### src/mul_pkg.sv
package mul_pkg;

	localparam int xlen   = 64;
	localparam int ext_w  = xlen + 2;    // two extra sign bits for the unsigned cases
	localparam int prod_w = 2 * ext_w;   // full width of a 66x66 product
	localparam int n_pp   = ext_w / 2;   // radix-4 gives one row per two bits

	typedef enum logic [2:0] {
		MUL    = 3'd0,
		MULH   = 3'd1,
		MULHSU = 3'd2,
		MULHU  = 3'd3,
		MULW   = 3'd4
	} mul_op_e;

	// which part of the product goes back to the core
	typedef enum logic [1:0] {
		SEL_LO   = 2'd0,   // bits 63:0
		SEL_HI   = 2'd1,   // bits 127:64
		SEL_WORD = 2'd2    // bits 31:0, sign extended
	} res_sel_e;

	typedef logic [4:0] mul_tag_t;   // destination register

	typedef struct packed {
		mul_op_e         op;
		logic [xlen-1:0] a;
		logic [xlen-1:0] b;
		mul_tag_t        tag;
	} mul_req_t;

	typedef struct packed {
		logic [ext_w-1:0] a_ext;   // multiplier, scanned by the booth groups
		logic [ext_w-1:0] b_ext;   // multiplicand
		res_sel_e         sel;
		mul_tag_t         tag;
	} mul_opnd_t;

	typedef struct packed {
		logic [xlen-1:0] result;
		mul_tag_t        tag;
	} mul_resp_t;

endpackage

### src/mul_result.sv
`timescale 1ns/1ps

module mul_result import mul_pkg::*; (
	input  logic              clk,
	input  logic              in_valid,
	input  logic [prod_w-1:0] sum_vec,
	input  logic [prod_w-1:0] carry_vec,
	input  res_sel_e          sel,
	input  mul_tag_t          tag,
	output mul_resp_t         resp
);

	logic [prod_w-1:0] prod;
	logic [xlen-1:0]   res_c;

	// carry-propagate add, the carry vector has weight two
	assign prod = sum_vec + {carry_vec[prod_w-2:0], 1'b0};

	always_comb begin
		case (sel)
			SEL_HI:   res_c = prod[2*xlen-1:xlen];
			SEL_WORD: res_c = {{(xlen/2){prod[xlen/2-1]}}, prod[xlen/2-1:0]};
			default:  res_c = prod[xlen-1:0];
		endcase
	end

	/*
	 * Bits above 127 only carry the sign of the 66-bit product and are
	 * never returned. The 132-bit wrap of the sum is harmless for the
	 * same reason.
	 */
	always_ff @(posedge clk) begin
		if (in_valid) begin
			resp.result <= res_c;
			resp.tag    <= tag;
		end
	end

endmodule

### config.mk
export PLATFORM = sky130hd
export DESIGN_NAME = mul_result
export DESIGN_NICKNAME = d
export VERILOG_FILES = /design/src/mul_pkg.sv /design/src/mul_result.sv
export SDC_FILE = /design/constraint.sdc
export NUM_CORES = 1
export LEC_CHECK = 0
export BUFFER_PORTS_ARGS = -buffer_cell sky130_fd_sc_hd__buf_2
export CAP_MARGIN = 20
export CORE_AREA = 8 8 163 165
export DETAILED_ROUTE_END_ITERATION = 8
export DIE_AREA = 0 0 171 173
export PLACE_DENSITY = 0.77
export SYNTH_ARGS = -nofsm -noshare
export SYNTH_HDL_FRONTEND = slang
export SYNTH_SLANG_ARGS = --single-unit
### constraint.sdc
create_clock -name clk -period 5.65 [get_ports clk]
set_clock_uncertainty 0.1 [all_clocks]
set_input_delay 1.4125 -clock clk [delete_from_list [all_inputs] [get_ports clk]]
set_output_delay 1.4125 -clock clk [all_outputs]
set_load 0.005 [all_outputs]
==> Word-level counts from Yosys, hierarchy flattened <==
Cells that the tools add are included.
{ "op_classes": {"add_sub_neg": 1, "mul": 0, "div": 0, "n_lt_le_gt_ge": 0, "n_eq_ne": 2, "n_shift": 0, "n_mux": 1, "bitwise_logic": 0, "reduce_logical": 0} }
{ "ops": {"columns": ["operator", "count"], "rows": [
  ["128-bit adder", 1],
  ["64-bit one-hot mux with 2 select lines", 1],
  ["2-bit by 1-bit == test with 1-bit output (second input constant)", 1],
  ["2-bit == test (second input constant)", 1]
]} }
{ "totals": {"ff_bits": 69, "latch_bits": 0, "ram_bits": 0, "romBits": 0, "input_bits": 273, "out_inout_bits": 69, "wordCells": 6, "mem_count": 0} }

==> Longest topological paths before layout <==
{ "depth": {"depth_word": 2, "depth_mapped": 13, "ltp_nobuf": 13} }

==> Least setup slack after synthesis <==
Ideal clock, no wire load.
{ "synth_path": {"kind": "input to register", "startpoint": "in sum_vec[1]", "endpoint": "reg resp[58] (netlist name), data pin", "setup_ns": 0.259, "t_arrival_ns": 4.306, "t_required_ns": 5.291, "path_slack_ns": 0.985, "path_stages": 13, "n_path_buf": 0, "path_cell_list": "ha_1 > fa_1 > a21oi_1 > o211a_1 > o21ai_2 > o2111a_1 > and3b_2 > o21ai_4 > a211o_1 > a211o_1 > a21o_1 > or3_1 > nor3b_2"} }
{ "synth_between": {"elab_chain_len": 2} }
{ "synth_lines": {"columns": ["element", "line", "rtl"], "rows": [
  ["from (decl)", "mul_result.sv:6", "input logic [prod_w-1:0] sum_vec,"],
  ["128-bit adder", "mul_result.sv:17", "assign prod = sum_vec + {carry_vec[prod_w-2:0], 1'b0};"],
  ["64-bit one-hot mux with 2 select lines", "mul_result.sv:20", "case (sel)"],
  ["named net res_c[53]", "mul_result.sv:14", "logic [xlen-1:0] res_c;"],
  ["to (decl)", "mul_result.sv:10", "output mul_resp_t resp"]
]} }
The timed path passes the listed nets, and every way through them passes these cells.
A chain may end at the register's enable or synchronous reset.

==> Final worst setup path <==
{ "layout_path": {"startpoint": "in sum_vec[19]", "endpoint": "reg resp[45] (netlist name), data pin"} }
Same word-level chain as after synthesis.

==> flow_summary_export.csv <==
group,metric,value,unit
logic_synthesis,synth.area.top_cells,"edfxtp_1 (18%), ha_1 (14%), a21oi_1 (9.6%), nand2_1 (5.0%), a21o_1 (4.9%)",
place,pre_cts_ws,0.168,ns
timing,hold_viol,0,
logic_synthesis,ys_ff_latch,69,
detailed_routing,via_per_inst,6.31,
pwr,ir_worst_vdd,123,uV
die,die_w,171,um
timing,setup_ws,0.435,ns
timing,timing.setup.tns,0,ns
timing,finalCriticalPeriod,5.21,ns
logic_synthesis,synth.most_common_cell,"a21oi_1",
logic_synthesis,async_flop_share,0,%
setup_path,path_class,"in2reg",
timing,slew_violations,0,
detailed_routing,totalWireLength,48500,um
global_route,grt_max_degree,39,
clock_network,cts_max_level,3,
place,dp_hpwl,41200,um
final_layout,drive_above_1_share,22.3,%
logic_synthesis,yosys.area.top_type,"edfxtp_1",
global_route,grt_pass1_wl,73400,um
place,port_buffers,332,
final_layout,regMostFlops,"resp",
timing,setup_viol,0,
clock_network,hold_buffers,0,
final_layout,syn_to_final_growth,18.5,%
timing,fmax,192,MHz
pwr,power_leakage,6.14,nW
logic_synthesis,mappedNetlistArea,0.0117,mm2
logic_synthesis,syn_inst,1572,
detailed_routing,first_pass_iters,5,
global_route,gr-total-overflow,0,
hold_path,hp-class,"in2reg",
setup_path,critPathMaxFanout,6,
clock_network,post_cts_buffers,0,
timing,maxSlewHeadroom,28.8,%
logic_synthesis,ys_warn_count,0,
pwr,power_density,212,mW/mm2
timing,period_share,92.3,%
logic_synthesis,synth_cell_types,83,
logic_synthesis,syn_nets,1974,
detailed_routing,ant_nets,0,
clock_network,post_cts_resized,0,
global_route,grt_pass1_vias,13000,
logic_synthesis,synthTopCellsByCount,"a21oi_1 (224), nand2_1 (155), ha_1 (128), nor2_1 (115), o21ai_0 (114)",
detailed_routing,drtIter0Drc,1409,
place,place_congestion,1.00,
die,dieArea,0.0296,mm2
setup_path,crit_path_end_kind,"flip-flop",
timing,tightest_slew,1.07,ns
clock_network,worst_setup_hold_path_clk_slew,0.07,ns
clock_network,cts_buffers,9,
logic_synthesis,yosysTopAreaCellShare,17.7,%
final_layout,reg_top3,"resp x69",
logic_synthesis,ys_seq_area_share,17.7,%
clock_network,root_buffer,"clkbuf_16",
clock_network,cts_max_path_buffers,2,
setup_path,crit_path_start_kind,"input pin",
detailed_routing,num_vias,13700,
clock_network,tritoncts,"built",
global_route,grt_antenna_before_repair,2,
final_layout,fill_cells,2322,
die,coreArea,0.0240,mm2
final_layout,largest_reg_flops,69,
clock_network,clock_sinks,69,
die,ios,342,
run,maxCapViolCount,0,
setup_path,cp.arrival,5.20,ns
global_route,grt_usage,31.1,%
logic_synthesis,avgSynthCellArea,7.46,um2
timing,rsz0062_at_grt,"false",
detailed_routing,drt-wirelength-per-cell,22.3,um
die,initial_core_util,48.9,%
final_layout,finalNetCount,2245,
die,num_rows,57,
outcome,outcome,"finished, final reports clean",
setup_path,cp.required,5.64,ns
detailed_routing,drc,0,
logic_synthesis,synthFlopType,"edfxtp_1",
logic_synthesis,synth_edf_count,69,
die,die_h,173,um
worst paths after layout:
path,startpoint,slack [ns],cells past startpoint,to
worst max-delay path,sum_vec[19],0.44,14,resp[45]$_DFFE_PP_
worst min-delay path,tag[3],1.14,1,resp[3]$_DFFE_PP_
cell families (layout without fill, tap and decap cells):
family	after synthesis	after routing	synth area share (%)
AOI/OAI and AO/OA	638	638	34.9
and+or+nand+nor	476	476	19.5
buffers and inverters	143	419	5.22
adders and majority gates	129	129	13.8
xor gates and xnor gates	111	111	8.29
DFF	69	69	17.7
muxes	6	6	0.533
other	0	2	0
cell type report:
cell class	instances	area (um2)	area share [%]
tap	324	405	2.92
multi-input combinational	1360	9050	65.1
clock inverter	6	111	0.801
clock buffer	10	229	1.65
sequential	69	2070	14.9
timing repair buffer	355	1850	13.3
inverter	48	180	1.30
antenna	2	5.00	0.0360
metrics by stage:
stage | instance area (um2) | utilization [%] | instances | power, W | hold WS (ns)
floorplan | 11700 | - | 1572 | 0.00167 | 1.41
global placement | 13600 | 56.6 | 2156 | 0.00221 | 1.49
detailed placement | 13600 | 56.6 | 2156 | 0.00222 | 1.49
CTS | 13900 | 58.0 | 2172 | 0.00290 | 1.13
global route | 13900 | 58.0 | 2174 | 0.00309 | 1.14
finish | 13900 | 58.0 | 2174 | 0.00295 | 1.14
critical path: stages:
cell      delay, ns
buf_2          0.10
ha_1           0.38
a21oi_1        0.29
o21ai_0        0.22
a221oi_1       0.41
o211ai_1       0.18
a221oi_2       0.44
nand2_2        0.17
a21boi_1       0.39
o21ai_2        0.11
a21oi_1        0.21
buf_4          0.17
mux2_1         0.33
o41a_1         0.38
metal layers:
metal	global-route usage, %	wire length (um)	vias to the layer above
met3	4.08	4410	82
met5	0	0	-
li1	-	-	6482
met2	49.7	22100	747
met1	43.0	20800	6403
met4	8.74	1210	0
report_power, final:
part	internal (W)	switching (W)
clock network	0.000432	0.000252
logic	0.000594	0.000967
registers	0.000672	0.0000292
total	0.00170	0.00125
layout by cell type, fill, tap and decap left out, types with 10 or more instances in the layout:
cell type,count
edfxtp_1,69
buf_2,332
inv_1,48
buf_4,22
a221oi_1,10
nor3_1,35
o21bai_1,40
nand2_1,155
xnor2_1,62
nor4_1,11
ha_1,128
o211ai_1,11
o21ai_0,114
nand4_1,70
a21o_1,77
a21oi_1,224
nor2_1,115
o31ai_1,13
nand3_1,26
o22ai_1,27
or3_1,12
o21a_1,20
xor2_1,49
No activity file was read; power rests on OpenSTA's default activity.
