File: config.mk
export PLATFORM = sky130hd
export DESIGN_NAME = mul_decode
export DESIGN_NICKNAME = d
export VERILOG_FILES = /design/src/mul_pkg.sv /design/src/mul_decode.sv
export SDC_FILE = /design/constraint.sdc
export NUM_CORES = 1
export LEC_CHECK = 0
export ABC_AREA = 1
export BUFFER_PORTS_ARGS = -buffer_cell sky130_fd_sc_hd__buf_2
export CAP_MARGIN = 10
export CORE_AREA = 2 2 105 107
export DETAILED_ROUTE_END_ITERATION = 10
export DIE_AREA = 0 0 107 109
export PLACE_DENSITY_LB_ADDON = 0.1
export SETUP_SLACK_MARGIN = 0.2
export SYNTH_ARGS = -nofsm -noshare
export SYNTH_HDL_FRONTEND = slang
export SYNTH_SLANG_ARGS = --single-unit
export TNS_END_PERCENT = 30
File: constraint.sdc
create_clock -name vclk -period 2.15
set_input_delay 0.3225 -clock vclk [all_inputs]
set_output_delay 0.3225 -clock vclk [all_outputs]
set_load 0.01 [all_outputs]
File: src/mul_pkg.sv
package mul_pkg;

	localparam int xlen   = 64;
	localparam int ext_w  = xlen + 2;    // two extra sign bits for the unsigned cases
	localparam int prod_w = 2 * ext_w;   // full width of a 66x66 product
	localparam int n_pp   = ext_w / 2;   // radix-4 gives one row per two bits

	typedef enum logic [2:0] {
		MUL    = 3'd0,
		MULH   = 3'd1,
		MULHSU = 3'd2,
		MULHU  = 3'd3,
		MULW   = 3'd4
	} mul_op_e;

	// which part of the product goes back to the core
	typedef enum logic [1:0] {
		SEL_LO   = 2'd0,   // bits 63:0
		SEL_HI   = 2'd1,   // bits 127:64
		SEL_WORD = 2'd2    // bits 31:0, sign extended
	} res_sel_e;

	typedef logic [4:0] mul_tag_t;   // destination register

	typedef struct packed {
		mul_op_e         op;
		logic [xlen-1:0] a;
		logic [xlen-1:0] b;
		mul_tag_t        tag;
	} mul_req_t;

	typedef struct packed {
		logic [ext_w-1:0] a_ext;   // multiplier, scanned by the booth groups
		logic [ext_w-1:0] b_ext;   // multiplicand
		res_sel_e         sel;
		mul_tag_t         tag;
	} mul_opnd_t;

	typedef struct packed {
		logic [xlen-1:0] result;
		mul_tag_t        tag;
	} mul_resp_t;

endpackage

File: src/mul_decode.sv
`timescale 1ns/1ps

module mul_decode import mul_pkg::*; (
	input  mul_req_t  req,
	output mul_opnd_t opnd
);

	logic            signed_a;
	logic            signed_b;
	logic [xlen-1:0] a_val;
	logic [xlen-1:0] b_val;

	// only MULHU treats a as unsigned, MULHSU and MULHU treat b as unsigned
	always_comb begin
		signed_a = (req.op != MULHU);
		signed_b = (req.op == MUL) || (req.op == MULH) || (req.op == MULW);
	end

	// word ops work on the low halves, sign extended
	always_comb begin
		a_val = req.a;
		b_val = req.b;
		if (req.op == MULW) begin
			a_val[xlen-1:xlen/2] = {(xlen/2){req.a[xlen/2-1]}};
			b_val[xlen-1:xlen/2] = {(xlen/2){req.b[xlen/2-1]}};
		end
	end

	always_comb begin
		opnd.a_ext = {{2{signed_a & a_val[xlen-1]}}, a_val};
		opnd.b_ext = {{2{signed_b & b_val[xlen-1]}}, b_val};
		case (req.op)
			MULH, MULHSU, MULHU: opnd.sel = SEL_HI;
			MULW:                opnd.sel = SEL_WORD;
			default:             opnd.sel = SEL_LO;   // MUL and unused codes
		endcase
		opnd.tag = req.tag;
	end

endmodule

* Word-level counts from Yosys, hierarchy flattened
Index checks and enable logic that the tools add are counted.
Storage, ports and cells: flip-flop bits (word level) 0, bits of input ports 136
Cells by class: eq/ne operators 5, mux-type cells 3, bitwise gates (word level) 2, reductions and logical operators 4
Operators by type and width (number):
- $mux 32 | 2
- $eq 3x2->1 const B | 2
- $pmux 2 s2 | 1
- $eq 3x1->1 const B | 1
- $eq 3x3->1 const B | 1
- $logic_not 3->1 | 1
- $ne 3x2->1 const B | 1
- $reduce_or 3->1 | 1
- $and 1x1->1 | 2
- $logic_or 1x1->1 | 2

* Longest topological paths before layout
Gate-level depths: netlist (run 1).
depth after elaboration 4, mapped depth 6, depth with buffers taken out 4

* Worst setup path before layout (run 1)
Ideal clock, no wire load.
path type input -> output, from input req[133] (netlist name), to output opnd[138] (netlist name), data arrival time 1.061 ns, data required time 1.827 ns, slack 0.766 ns, stages on the path 4, buffers on the path 1, path through nor2_4 > nand3_1 > a21oi_1 > buf_4
RTL lines:
- from (decl) | RTL line mul_decode.sv:4 | input mul_req_t req,
- to (decl) | RTL line mul_decode.sv:5 | output mul_opnd_t opnd

==> impl_metrics.toml, run 1 <==
[critical_path]
max_stage_delay_ps = 320
cp_num_buf_inv = 3
slowest_stage = "buf_4"
worst_setup_path_start_kind = "input pin"
critPathCaptureType = "output port"
crit_path_frequent_cell = "buf_2"
cp.arrival_ps = 1320
cp_max_fo = 34
worstPathRequired_ps = 1830
cp_cell_sequence = "buf_2 -> nor2_4 -> nand2_2 -> buf_4 -> nand2_1 -> a21oi_1 -> buf_2"
critical-path-top-delay-family = "buffers and inverters"
worstSetupPathType = "in -> out"

[min_path]
hold_path_depth = 0
worstHoldStart = "req[11]"
holdPathEnd = "opnd[13]"
hp-class = "in -> out"

[timing]
setup_tns_ps = 0
worst-slew-pin-transition_ps = 550.0
rsz0062_at_grt = "false"
period_share = 0.7621
max_freq_mhz = 610.3
maxSlewViolCount = 0
hold_viol = 0
slew-limit-headroom = 0.6305
period_minus_slack_ps = 1638
setup_violations = 0

[clock_network]
post_cts_resized = 0
cts_setup_buffers = 0
ctsHoldBuffers = 0

[placement]
dp_hpwl_um = 3489
gp_congestion = 0.6691
io_buffers = 141

[floorplan]
rows = 38
io_pins = 275
die_h_um = 109
core_um2 = 10600
fp.dieW_um = 107
start_util = 0.1112
dieArea_um2 = 11660

[drt]
drc = 0
first_pass_iters = 2
drt-total-wl_um = 4209
drtAntennaViolNets = 0
drt_iter0_markers = 46
vias_per_cell = 3.373
wl_per_cell_um = 9.880
vias = 1437

[global_route]
antenna_found_initial = 0
grt-ovfl-total = 0
first_global_vias = 1202
grt_most_used_layer = "met2"
grtUsageTotal = 0.05920
met2_usage = 0.1319
use_met3 = 0.01016
grt_pass1_wl_um = 5554
grt_max_degree = 35
met1_usage = 0.04679

[cells_and_area]
regArea_um2 = 0
multi_input_area_um2 = 534.3
mostFrequentLayoutCells = "buf_2 (141), nand2_1 (128), buf_4 (4), nor2_1 (3), inv_1 (3)"
diodes = 0
drive_above_1_share = 0.5140
final_common_cell = "buf_2"
nets = 424
area_delta_synth_final_pct = 23.57
nClkBuffers = 0
n_fill_cell = 1282
seq_cells = 0
fin_util = 0.1374

[synthesis]
netlist.area_leader.share = 0.4522
synthTopCellsByArea = "buf_4 (45%), nand2_1 (41%), buf_6 (5.7%)"
netlist_area_um2 = 1179
synth_largest_area_cell = "buf_4"
netlist_instances = 225
syn_nets = 361
synth_warnings = 0
ys_types = 10
syn_avg_cell_area_um2 = 5.238
ys_seq_area_frac = 0

[pwr]
powerDensity_nw_per_um2 = 218.7
p_seq_frac = 0
p_leak_nw = 1.123
internal-power_mw = 0.1460
p_total_mw = 0.3186
p_clk_frac = 0
swShare = 0.5416
switchingPower_mw = 0.1726
p_comb_frac = 1.000
vdd_drop_max_mv = 0.03739

[job]
cap_violations = 0

[status]
status = "completed"
-- power by group through the flow --
stage	logic (mW)	clock network, mW	registers [mW]
finish	0.319	0	0
global route	0.356	0	0
CTS	0.327	0	0
detailed placement	0.326	0	0
global placement	0.333	0	0
floorplan	0.293	0	0
-- routing by layer --
metal / vias to the layer above / part of all wire
met4: 0 / 0.054
met3: 30 / 0.11
met5: - / 0
met2: 105 / 0.53
met1: 585 / 0.30
li1: 717 / -
-- per-stage QoR --
stage,cells,worst slack (ps),hold slack (ps),instance area (um2)
after floorplan,225,766.1,692.5,1179
after global placement,426,501.0,645.1,1456
after detailed placement,426,485.8,645.1,1456
after CTS,426,493.9,645.1,1456
after global routing,426,410.1,645.0,1456
final,426,511.5,645.0,1456
-- worst max-delay path by stage --
stage / start / end / slack (ps) / cells after the start
finish: req[134] / opnd[138] / 510 / 7
global placement: req[134] / opnd[137] / 500 / 7
detailed placement: req[134] / opnd[138] / 490 / 7
floorplan: req[133] / opnd[138] / 770 / 4
CTS: req[134] / opnd[138] / 490 / 7
global route: req[134] / opnd[72] / 410 / 7
-- synthesized netlist by cell type, drive strengths merged --
cell and n:
nor2 4, inv 3, buf 84, nor3 1
a21oi 2, nand3 2, nand2 129
-- logic make-up after synthesis --
logic type             count (synthesis)  synth area share
AND/OR/NAND/NOR                      136            0.4427
AO/OA/AOI/OAI                          2          0.008493
buffers and inverters                 87            0.5488
-- final cells by class --
type,count,share of cell area
Inverter,3,0.007732
Multi-Input combinational cell,138,0.3668
Tap cell,140,0.1203
Timing Repair Buffer,145,0.5052
Note: power is estimated with default switching activity, not from simulation.
==> inputs of run 2 (changes only) <==
ABC_AREA = 0   (was 1)
clock period = 1.4 ns   (was 2.15 ns; I/O delays follow)
==> run 2 against run 1 <==
Effect of this change: the run now ends with setup timing left; setup slack worse by 560 ps; via count is 6.6% lower; combinational power is 73% higher; total power is 73% higher; area after synthesis is 1.1% higher; non-clock buffer count is 4 higher; clock-buffer cell count stayed put; utilization is 1.5 points higher; die area stayed put; routed wire length is 3.0% higher; critical path type unchanged; critical endpoint is now opnd[55]; largest cell class unchanged; highest routed layer unchanged.
==> impl_metrics.toml, run 2 <==
[status]
status = "complete, but fails checks"
violations = "setup timing"

[floorplan]
die_h_um = 109
core_um2 = 10600
dieArea_um2 = 11660
start_util = 0.1123
io_pins = 275
fp.dieW_um = 107
rows = 38

[min_path]
hold_path_depth = 0
holdPathEnd = "opnd[9]"
hp-class = "in -> out"
worstHoldStart = "req[7]"

[synthesis]
synthTopCellsByArea = "buf_4 (45%), a21o_1 (40%), buf_6 (4.7%)"
ys_seq_area_frac = 0
netlist.area_leader.share = 0.4475
ys_types = 14
syn_avg_cell_area_um2 = 7.263
synth_largest_area_cell = "buf_4"
netlist_instances = 164
synth_most_common_cell = "buf_4"
netlist_top_cells_count = "buf_4 (71), a21o_1 (64), buf_2 (6)"
netlist_area_um2 = 1191
syn_nets = 300
synth_warnings = 0

[pwr]
p_comb_frac = 1.000
internal-power_mw = 0.3007
switchingPower_mw = 0.2501
vdd_drop_max_mv = 0.06378
p_leak_nw = 1.153
powerDensity_nw_per_um2 = 341.8
p_clk_frac = 0
swShare = 0.4540
p_seq_frac = 0

[drt]
wl_per_cell_um = 11.81
vias = 1342
first_pass_iters = 4
drt_iter0_markers = 20
drt-total-wl_um = 4335
vias_per_cell = 3.657
drc = 0
drtAntennaViolNets = 0

[cells_and_area]
seq_cells = 0
final_common_cell = "buf_2"
nClkBuffers = 0
nets = 365
regArea_um2 = 0
fin_util = 0.1520
n_fill_cell = 1245
mostFrequentLayoutCells = "buf_2 (134), a21o_1 (64), buf_6 (6), buf_12 (4), buf_4 (4)"
area_delta_synth_final_pct = 35.29
multi_input_area_um2 = 565.5
final_cell_count_no_fill = 367
drive_above_1_share = 0.6740
diodes = 0

[global_route]
grtUsageTotal = 0.06171
antenna_found_initial = 0
first_global_vias = 1148
grt_pass1_wl_um = 5733
grt_max_degree = 34
grt-ovfl-total = 0

[critical_path]
cp_max_fo = 33
worst_setup_path_start_kind = "input pin"
worstSetupPathType = "in -> out"
cp.arrival_ps = 1240
worstPathRequired_ps = 1190
critPathCaptureType = "output port"

[timing]
slew-limit-headroom = 0.8550
setup_violations = 66
setup_ws_ps = -50.88
period_share = 1.036
max_freq_mhz = 689.2
period_minus_slack_ps = 1451
worst-slew-pin-transition_ps = 216.7
rsz0062_at_grt = "true"
hold_viol = 0
maxSlewViolCount = 0

[placement]
dp_cells = 367
io_buffers = 141
gp_congestion = 0.6116
dp_hpwl_um = 3623

[job]
cap_violations = 0

[clock_network]
cts_setup_buffers = 0
-- run 2: how the worst max path moves through the flow --
stage | from | end | slack (ps) | depth (start not counted)
after global placement | req[133] | opnd[62] | -130 | 6
after CTS | req[133] | opnd[138] | -60 | 6
final | req[133] | opnd[55] | -50 | 5
after floorplan | req[133] | opnd[105] | 140 | 4
after global routing | req[133] | opnd[57] | -90 | 5
after detailed placement | req[133] | opnd[62] | -100 | 6
-- run 2: critical path, cell delays in order --
cell	delay, ps
buf_8	100
or3b_4	420
buf_12	190
a21o_1	180
buf_2	130
-- run 2: through the flow --
step / TNS (ps) / area (um2) / hold slack [ps] / worst slack [ps] / total power, mW
after floorplan: 0 / 1201 / 467.5 / 139.7 / 0.4716
after global placement: -5865 / 1558 / 420.1 / -134.6 / 0.5463
after detailed placement: -4898 / 1558 / 420.1 / -103.2 / 0.5385
after CTS: -2563 / 1588 / 420.1 / -64.33 / 0.5527
after global routing: -4201 / 1612 / 420.0 / -86.67 / 0.6019
final: -2169 / 1612 / 420.0 / -50.88 / 0.5508
-- run 2: power groups by stage --
stage | clock, mW | sequential, mW | combinational, mW
global placement | 0 | 0 | 0.546
detailed placement | 0 | 0 | 0.538
floorplan | 0 | 0 | 0.472
finish | 0 | 0 | 0.551
CTS | 0 | 0 | 0.553
global route | 0 | 0 | 0.602
-- run 2: routing by layer --
metal / vias up / global-route usage / part of all wire
met3: 28 / 0.008368 / 0.12
met4: 0 / 0.02968 / 0.042
met2: 113 / 0.1301 / 0.53
li1: 606 / - / -
met5: - / 0 / 0
met1: 595 / 0.05714 / 0.31
-- run 2: final cells by class --
type	instances	area share
multi-input cells	76	0.3509
inverters	2	0.004658
well taps	140	0.1087
repair buffers	149	0.5357
-- run 2: cells by family (layout without fill, tap and decap cells) --
| group | count (synthesis) | count (layout) | synth area share |
|---|---|---|---|
| AND/OR/NAND/NOR | 8 | 8 | 0.03887 |
| AO/OA/AOI/OAI | 68 | 68 | 0.4223 |
| buffers and inverters | 88 | 151 | 0.5389 |
-- run 2: timing repair --
item,CTS,global route
resized for setup,7,4
hold buffers,0,0
pin swaps,1,3
endpoints found under the setup margin,67,67
